**src/rtl/fft2d_pkg.sv**
```systemverilog
`default_nettype none

package fft2d_pkg;

  // frame geometry
  localparam int N_PT      = 4;            // points per lane, also frame side
  localparam int FRAME_LEN = N_PT * N_PT;  // samples per frame

  // component widths
  // each 4-point pass grows the magnitude by at most a factor of 4
  localparam int IN_W  = 12;               // stream input
  localparam int ROW_W = IN_W + 2;         // after row pass
  localparam int OUT_W = ROW_W + 2;        // after column pass

  // complex samples, im in the upper half, re in the lower half
  typedef struct packed {
    logic signed [IN_W-1:0] im;            // imaginary part
    logic signed [IN_W-1:0] re;            // real part
  } cpx_in_t;

  typedef struct packed {
    logic signed [ROW_W-1:0] im;           // imaginary part
    logic signed [ROW_W-1:0] re;           // real part
  } cpx_row_t;

  typedef struct packed {
    logic signed [OUT_W-1:0] im;           // imaginary part
    logic signed [OUT_W-1:0] re;           // real part
  } cpx_out_t;

endpackage

`default_nettype wire

```
**src/rtl/dft4_lane.sv**
```systemverilog
`default_nettype none

module dft4_lane #(
  parameter type in_t  = fft2d_pkg::cpx_in_t,   // lane input sample
  parameter type out_t = fft2d_pkg::cpx_row_t   // lane output sample, 2 bits wider
) (
  input  wire logic                        clk,
  input  wire logic                        rst_n_i,
  input  wire logic                        valid_i,
  output      logic                        ready_o,
  input  wire in_t  [fft2d_pkg::N_PT-1:0]  pts_i,
  output      logic                        valid_o,
  input  wire logic                        ready_i,
  output      out_t [fft2d_pkg::N_PT-1:0]  pts_o
);

  out_t                        ext [fft2d_pkg::N_PT];  // inputs sign-extended
  out_t                        s_ac, d_ac;             // a+c, a-c
  out_t                        s_bd, d_bd;             // b+d, b-d
  out_t [fft2d_pkg::N_PT-1:0]  xf;                     // transform result
  out_t [fft2d_pkg::N_PT-1:0]  pts_q;                  // result register
  logic                        valid_q;

  // radix-4 butterfly, twiddles are only +-1 and +-j
  always_comb
  begin
    for (int i = 0; i < fft2d_pkg::N_PT; i++)
    begin
      ext[i].re = pts_i[i].re;                 // signed fields, sign extension
      ext[i].im = pts_i[i].im;
    end
    s_ac.re = ext[0].re + ext[2].re;
    s_ac.im = ext[0].im + ext[2].im;
    d_ac.re = ext[0].re - ext[2].re;
    d_ac.im = ext[0].im - ext[2].im;
    s_bd.re = ext[1].re + ext[3].re;
    s_bd.im = ext[1].im + ext[3].im;
    d_bd.re = ext[1].re - ext[3].re;
    d_bd.im = ext[1].im - ext[3].im;
    xf[0].re = s_ac.re + s_bd.re;              // X0 = a+b+c+d
    xf[0].im = s_ac.im + s_bd.im;
    xf[2].re = s_ac.re - s_bd.re;              // X2 = a-b+c-d
    xf[2].im = s_ac.im - s_bd.im;
    xf[1].re = d_ac.re + d_bd.im;              // -j(b-d) swaps re/im, negates new im
    xf[1].im = d_ac.im - d_bd.re;
    xf[3].re = d_ac.re - d_bd.im;              // +j(b-d) negates new re
    xf[3].im = d_ac.im + d_bd.re;
  end

  assign ready_o = !valid_q || ready_i;        // empty, or current result leaves now

  always_ff @(posedge clk)
  begin
    if (!rst_n_i)
      valid_q <= 1'b0;
    else if (ready_o)
      valid_q <= valid_i;
    if (valid_i && ready_o)
      pts_q <= xf;                             // load on transfer only
  end

  assign valid_o = valid_q;
  assign pts_o   = pts_q;

  // a stalled result must not change under the consumer
  a_hold_stable: assert property (@(posedge clk) disable iff (!rst_n_i)
    valid_o && !ready_i |=> $stable(pts_o))
    else $error("dft4_lane: pts_o changed while stalled");

endmodule

`default_nettype wire

```
**src/rtl/frame_loader.sv**
```systemverilog
`default_nettype none

module frame_loader (
  input  wire logic  clk,
  input  wire logic  rst_n_i,
  input  wire logic  in_valid_i,
  output      logic  in_ready_o,
  input  wire fft2d_pkg::cpx_in_t  in_sample_i,
  output      logic  frame_valid_o,
  input  wire logic  frame_ready_i,
  output      fft2d_pkg::cpx_in_t [fft2d_pkg::N_PT-1:0][fft2d_pkg::N_PT-1:0]  rows_o
);

  fft2d_pkg::cpx_in_t [fft2d_pkg::N_PT-1:0][fft2d_pkg::N_PT-1:0]  frame_q;  // [row][col]

  logic [$clog2(fft2d_pkg::FRAME_LEN)-1:0]  cnt_q;     // row-major sample index
  logic [$clog2(fft2d_pkg::N_PT)-1:0]       wr_row;
  logic [$clog2(fft2d_pkg::N_PT)-1:0]       wr_col;
  logic                                     full_q;    // frame complete, offered
  logic                                     in_fire;
  logic                                     last_in;

  assign {wr_row, wr_col} = cnt_q;             // upper bits row, lower bits column
  assign in_fire = in_valid_i && in_ready_o;
  assign last_in = cnt_q == $bits(cnt_q)'(fft2d_pkg::FRAME_LEN - 1);

  // control: fill, then hold until the row lanes take the frame
  always_ff @(posedge clk)
  begin
    if (!rst_n_i)
    begin
      cnt_q  <= '0;
      full_q <= 1'b0;
    end
    else
    begin
      if (in_fire)
      begin
        cnt_q <= cnt_q + 1'b1;                 // wraps to 0 after sample 16
        if (last_in)
          full_q <= 1'b1;
      end
      if (frame_valid_o && frame_ready_i)
        full_q <= 1'b0;                        // frame handed over
    end
  end

  // sample storage
  always_ff @(posedge clk)
  begin
    if (in_fire)
      frame_q[wr_row][wr_col] <= in_sample_i;
  end

  assign in_ready_o    = !full_q;              // stop input while frame waits
  assign frame_valid_o = full_q;
  assign rows_o        = frame_q;              // row r feeds row lane r

  // the offered frame must never be overwritten by new input
  a_no_overlap: assert property (@(posedge clk) disable iff (!rst_n_i)
    frame_valid_o |-> !in_ready_o)
    else $error("frame_loader: input open while frame offered");

endmodule

`default_nettype wire

```
**src/rtl/frame_unloader.sv**
```systemverilog
`default_nettype none

module frame_unloader (
  input  wire logic  clk,
  input  wire logic  rst_n_i,
  input  wire logic  frame_valid_i,
  output      logic  frame_ready_o,
  input  wire fft2d_pkg::cpx_out_t [fft2d_pkg::N_PT-1:0][fft2d_pkg::N_PT-1:0]  cols_i,
  output      logic  out_valid_o,
  input  wire logic  out_ready_i,
  output      fft2d_pkg::cpx_out_t  out_sample_o,
  output      logic  out_last_o
);

  fft2d_pkg::cpx_out_t [fft2d_pkg::N_PT-1:0][fft2d_pkg::N_PT-1:0]  cols_q;  // [col][row]

  logic [$clog2(fft2d_pkg::FRAME_LEN)-1:0]  cnt_q;     // row-major output index
  logic [$clog2(fft2d_pkg::N_PT)-1:0]       rd_row;
  logic [$clog2(fft2d_pkg::N_PT)-1:0]       rd_col;
  logic                                     busy_q;    // frame held, streaming
  logic                                     out_fire;

  assign {rd_row, rd_col} = cnt_q;
  assign out_fire = out_valid_o && out_ready_i;

  always_ff @(posedge clk)
  begin
    if (!rst_n_i)
    begin
      cnt_q  <= '0;
      busy_q <= 1'b0;
    end
    else if (frame_valid_i && frame_ready_o)
      busy_q <= 1'b1;                          // counter already back at 0
    else if (out_fire)
    begin
      cnt_q <= cnt_q + 1'b1;
      if (out_last_o)
        busy_q <= 1'b0;                        // last sample gone, free again
    end
  end

  // result capture
  always_ff @(posedge clk)
  begin
    if (frame_valid_i && frame_ready_o)
      cols_q <= cols_i;
  end

  assign frame_ready_o = !busy_q;              // one frame at a time
  assign out_valid_o   = busy_q;
  // column lane v point u is X[u][v], read back row-major
  assign out_sample_o  = cols_q[rd_col][rd_row];
  assign out_last_o    = busy_q && (cnt_q == $bits(cnt_q)'(fft2d_pkg::FRAME_LEN - 1));

  a_last_valid: assert property (@(posedge clk) disable iff (!rst_n_i)
    out_last_o |-> out_valid_o)
    else $error("frame_unloader: last without valid");

endmodule

`default_nettype wire

```
**src/rtl/fft2d_top.sv**
```systemverilog
`default_nettype none

module fft2d_top (
  input  wire logic                 clk,
  input  wire logic                 rst_n_i,
  input  wire logic                 in_valid_i,
  output      logic                 in_ready_o,
  input  wire fft2d_pkg::cpx_in_t   in_sample_i,
  output      logic                 out_valid_o,
  input  wire logic                 out_ready_i,
  output      fft2d_pkg::cpx_out_t  out_sample_o,
  output      logic                 out_last_o
);

  fft2d_pkg::cpx_in_t  [fft2d_pkg::N_PT-1:0][fft2d_pkg::N_PT-1:0]  rows;      // [row][col]
  fft2d_pkg::cpx_row_t [fft2d_pkg::N_PT-1:0][fft2d_pkg::N_PT-1:0]  row_pts;   // [lane][pt]
  fft2d_pkg::cpx_row_t [fft2d_pkg::N_PT-1:0][fft2d_pkg::N_PT-1:0]  col_pts;   // [lane][pt]
  fft2d_pkg::cpx_out_t [fft2d_pkg::N_PT-1:0][fft2d_pkg::N_PT-1:0]  cols;      // [lane][pt]

  logic                        frame_valid;
  logic [fft2d_pkg::N_PT-1:0]  row_valid, row_ready;   // lanes run in lock step
  logic [fft2d_pkg::N_PT-1:0]  col_valid, col_ready;   // lane 0 speaks for all
  logic                        unl_ready;

  frame_loader u_frame_loader (
    .clk           (clk),
    .rst_n_i       (rst_n_i),
    .in_valid_i    (in_valid_i),
    .in_ready_o    (in_ready_o),
    .in_sample_i   (in_sample_i),
    .frame_valid_o (frame_valid),
    .frame_ready_i (row_ready[0]),
    .rows_o        (rows)
  );

  // row pass
  for (genvar r = 0; r < fft2d_pkg::N_PT; r++)
  begin : g_row
    dft4_lane #(
      .in_t  (fft2d_pkg::cpx_in_t),
      .out_t (fft2d_pkg::cpx_row_t)
    ) u_row_lane (
      .clk     (clk),
      .rst_n_i (rst_n_i),
      .valid_i (frame_valid),
      .ready_o (row_ready[r]),
      .pts_i   (rows[r]),
      .valid_o (row_valid[r]),
      .ready_i (col_ready[0]),
      .pts_o   (row_pts[r])
    );
  end

  // corner turn: point k of row lane r becomes point r of column lane k
  for (genvar k = 0; k < fft2d_pkg::N_PT; k++)
  begin : g_col
    for (genvar r = 0; r < fft2d_pkg::N_PT; r++)
    begin : g_turn
      assign col_pts[k][r] = row_pts[r][k];
    end

    dft4_lane #(
      .in_t  (fft2d_pkg::cpx_row_t),
      .out_t (fft2d_pkg::cpx_out_t)
    ) u_col_lane (
      .clk     (clk),
      .rst_n_i (rst_n_i),
      .valid_i (row_valid[0]),
      .ready_o (col_ready[k]),
      .pts_i   (col_pts[k]),
      .valid_o (col_valid[k]),
      .ready_i (unl_ready),
      .pts_o   (cols[k])
    );
  end

  frame_unloader u_frame_unloader (
    .clk           (clk),
    .rst_n_i       (rst_n_i),
    .frame_valid_i (col_valid[0]),
    .frame_ready_o (unl_ready),
    .cols_i        (cols),
    .out_valid_o   (out_valid_o),
    .out_ready_i   (out_ready_i),
    .out_sample_o  (out_sample_o),
    .out_last_o    (out_last_o)
  );

endmodule

`default_nettype wire

```
**config.mk**
```make
export PLATFORM = sky130hd
export DESIGN_NAME = fft2d_top
export DESIGN_NICKNAME = d
export VERILOG_FILES = /design/src/rtl/fft2d_pkg.sv /design/src/rtl/dft4_lane.sv /design/src/rtl/frame_loader.sv /design/src/rtl/frame_unloader.sv /design/src/rtl/fft2d_top.sv
export SDC_FILE = /design/constraint.sdc
export NUM_CORES = 2
export LEC_CHECK = 0
export ABC_CLOCK_PERIOD_IN_PS = 22100
export BUFFER_PORTS_ARGS = -buffer_cell sky130_fd_sc_hd__buf_2
export CAP_MARGIN = 20
export CORE_ASPECT_RATIO = 1.2
export CORE_MARGIN = 2
export CORE_UTILIZATION = 45
export CTS_BUF_LIST = sky130_fd_sc_hd__clkbuf_8
export CTS_CLUSTER_DIAMETER = 150
export DETAILED_ROUTE_END_ITERATION = 7
export MAX_ROUTING_LAYER = met4
export PLACE_DENSITY_LB_ADDON = 0.15
export REMOVE_ABC_BUFFERS = 1
export SYNTH_ARGS = -nofsm -noshare
export SYNTH_HDL_FRONTEND = slang
export SYNTH_HIERARCHICAL = 1
export SYNTH_SLANG_ARGS = --single-unit
export TNS_END_PERCENT = 10
```
**constraint.sdc**
```tcl
create_clock -name clk -period 22.1 [get_ports clk]
set_clock_uncertainty 0.05 [all_clocks]
set_input_delay 0 -clock clk [delete_from_list [all_inputs] [get_ports clk]]
set_output_delay 0 -clock clk [all_outputs]
set_load 0.01 [all_outputs]
```
==> key figures <==
Outcome
  • Outcome: finished with violations
  • Failing checks: antenna violations, design-rule violations

Die
  • Rows: around 230
  • Initial core utilization: 0.452
  • I/O pin total: 63
  • Die height: 621 um
  • Die area: 321000 um2
  • Core Area: 316000 um2
  • Die width: 518 um

Synthesis
  • Average size of a mapped cell: 10.2 um2
  • Synth Cell Area: 143000 um2
  • Synth warn: 6
  • Synth async-reset ratio: 0
  • FF+latch count, synth: 1842
  • Top post-synthesis cells by area: edfxtp_1 (38%), ha_1 (15%), xnor2_1 (6.4%)
  • Gate Count Post-Synth: 14000
  • Cell with the most instances after synthesis: edfxtp_1
  • Post-synth cell types: 122
  • Sequential share of the synthesized area: 0.387
  • Top_reg_cell synth: edfxtp_1
  • Number of synthesized flops with an enable pin: 1824
  • Top cell type's share of synthesized area: 0.384
  • Post-synth top cells: edfxtp_1 (1824), ha_1 (1733), inv_1 (1471), a21oi_1 (1059), nor2_1 (1051)
  • Cell taking the most area after synthesis: edfxtp_1

STA
  • Fmax achieved: 0.196 GHz
  • Worst-Margin Slew: 1.35 ns
  • Final hold violation count: 0
  • RSZ-0062 raised after global routing: no
  • Fin worst setup slack: 16.99 ns
  • Final min period: 5.11 ns
  • Fin Hold WS: 0.0676 ns
  • Final slew viol count: 0
  • Fin crit share: 0.231
  • Max-slew headroom: 0.0935
  • Setup TNS: 0 ns
  • Final setup vio count: 0

Critical path
  • Critical path fanouts, max: 41
  • Flop-to-flop setup slack: 17.13 ns
  • Crit Reg-Reg Startpoint: g_col[0].u_col_lane/valid_o$_SDFFE_PN0N_
  • CP Class: reg -> out
  • Required @ worst endpoint: between 20 and 25 ns
  • Crit path DAT: between 5 and 6 ns
  • Setup crit end kind: primary output
  • Worst Reg2Reg Path Length in Cells: 5
  • Worst R2R End: u_frame_unloader/cols_q[14]$_DFFE_PP_
  • Setup crit start kind: register

Clock tree
  • Worst-skew pair later-pin latency: approximately 1.1 ns
  • CTS max path bufs: 4
  • Root Buffer: clkbuf_8
  • Post-CTS Setup Bufs: 0
  • CTS buffer count: roughly 330
  • CTS tree: built
  • Hold_buf cts: between 50 and 60
  • Clock Pin Slew Worst Setup and Hold Paths: about 0.070 ns
  • H-Tree Depth: 5
  • Post-CTS Resized: 0
  • Clock Sinks: roughly 1800

Finish
  • Post-route insts no fill: 18500
  • Layout cell share with drive strength beyond 1: 0.0722
  • Fin nets: 15800
  • Area grow syn2layout: 7.84%

Power
  • PwrDens: 51.4 nW/um2
  • Leakage: slightly above 60 nW
  • Pwr Total: 7.91 mW
  • Max VDD drop: 48.6 uV

Placement
  • GPL Wtd Cong: 1.08
  • Setup WS pre-CTS: 16.76 ns
  • IO Port Bufs: 62
  • Placed insts: around 18000
  • Detail Placement HPWL: 476 mm

Route
  • Drt drc: 2
  • Total number of vias: 111000
  • Initial DRC count: 13000
  • Drt pass-1 iters: 8
  • DR WL/cell: 31.3 um
  • DR vias/cell: 5.99
  • Detail Route Antenna Nets: 1
  • Final wirelength: around 580 mm

GRT
  • Largest net degree at the start of global routing: 85
  • Vias in the first global route: 103000
  • First-pass GRT wire length: 787 mm
  • Initial antenna violation count: 92
  • Total GRT Usage: 0.358
  • Global route overflow: 0

Min path
  • Hold path cells: 2
  • Hold EP: u_frame_loader/rows_o[75]$_DFFE_PP_
  • Worst min path class: in -> reg
  • Hold path startpoint: in_sample_i[3]

Flow run
  • Max-Cap Viols: 0
[routing by layer]
layer / track usage / routed length (um) / vias to the layer above
met5: - / 0 / -
met4: 0.235 / 46600 / 0
met3: 0.0448 / 40100 / 960
met2: 0.536 / 252000 / 4869
met1: 0.457 / 238000 / 54600
li1: - / - / 50200
[report_power, final]
part | switching (mW) | internal (mW)
Clock | 1.60 | 1.76
Combinational | 0.473 | 0.230
Sequential | 0.00533 | 3.84
[area by class of cell]
cell class                      count  area [um2]
Clock buffer                      330        4540
Fill cell                       28900      162000
Inverter                         1497        5620
Timing Repair Buffer              246        1900
Sequential cell                  1842       55100
Antenna cell                       38        95.1
Multi-Input combinational cell  10000       79100
Clock inverter                    261        2120
Tap cell                         4218        5280
[critical path: stages (launching register included)]
cell and delay [ns]:
dfxtp_4 0.61, buf_4 0.61, buf_4 0.73, buf_4 0.68
mux4_1 0.73, o22ai_1 0.19, nor2_1 0.09, buf_2 0.16
[cells in the final DEF, fill, tap and decap left out, types with 48 or more instances in the layout]
| cell | n |
|---|---|
| o211ai_1 | 105 |
| nand3_1 | 160 |
| a21o_1 | 211 |
| or4_1 | 58 |
| xnor2_1 | 1044 |
| nor4_1 | 144 |
| mux4_2 | 104 |
| nor3_1 | 320 |
| edfxtp_1 | 1824 |
| mux2i_1 | 62 |
| nand4_1 | 53 |
| nand2_1 | 387 |
| or2_2 | 52 |
| a31oi_1 | 123 |
| clkinv_2 | 60 |
| ha_1 | 1733 |
| nand2b_1 | 260 |
| a211oi_1 | 141 |
| dlygate4sd3_1 | 48 |
| clkbuf_8 | 330 |
| o21bai_1 | 256 |
| a21oi_1 | 1059 |
| o21ai_0 | 540 |
| nor2b_1 | 215 |
| o31ai_1 | 154 |
| clkinv_1 | 92 |
| xor2_1 | 327 |
| o22ai_1 | 107 |
| buf_4 | 125 |
| or3_1 | 79 |
| inv_1 | 1534 |
| o21a_1 | 109 |
| nor2_1 | 1039 |
| fa_1 | 128 |
| a221oi_1 | 51 |
| and3_1 | 54 |
| buf_2 | 62 |
[sequential cells by signal (all words and copies together) (netlist names)]
register and flops:
u_frame_loader/cnt_q 4, u_frame_unloader/cols_q 512, u_frame_unloader/cnt_q 4, u_frame_loader/rows_o 384
g_col.u_col_lane/pts_o 496, g_row.u_row_lane/pts_o 432, u_frame_loader/frame_valid_o 1, g_col.u_col_lane/valid_o 4
u_frame_unloader/out_valid_o 1, g_row.u_row_lane/valid_o 4
[logic make-up (layout without fill, tap and decap cells)]
kind of cell	Yosys count	in the layout	share of synthesized area
AOI/OAI and AO/OA	3518	3518	0.164
xor gates and xnor gates	1377	1377	0.0846
adders and majority gates	1861	1861	0.170
buffers and inverters	2117	2334	0.0602
DFF	1842	1842	0.387
muxes	207	207	0.0266
other	0	38	0
and+or+nand+nor	3066	3066	0.108
[worst max-delay path by stage]
stage | startpoint | to | slack (ns)
global route | u_frame_unloader/cnt_q[1]$_SDFFE_PN0P_ | out_sample_o[7] | 16.77
detailed placement | g_col[0].u_col_lane/valid_o$_SDFFE_PN0N_ | u_frame_unloader/cols_q[110]$_DFFE_PP_ | 16.76
CTS | g_col[0].u_col_lane/valid_o$_SDFFE_PN0N_ | u_frame_unloader/cols_q[399]$_DFFE_PP_ | 16.73
global placement | u_frame_unloader/out_valid_o$_SDFFE_PN0P_ | u_frame_unloader/cols_q[107]$_DFFE_PP_ | 16.92
finish | u_frame_unloader/cnt_q[1]$_SDFFE_PN0P_ | out_sample_o[7] | 16.99
floorplan | g_col[0].u_col_lane/valid_o$_SDFFE_PN0N_ | u_frame_unloader/cols_q[0]$_DFFE_PP_ | -2.15
[through the flow]
step / area, um2 / util
after global placement: 146000 / 0.464
after CTS: 154000 / 0.487
after detailed placement: 146000 / 0.464
final: 154000 / 0.487
after global routing: 154000 / 0.487
after floorplan: 140000 / -
No activity file was read; power rests on OpenSTA's default activity.
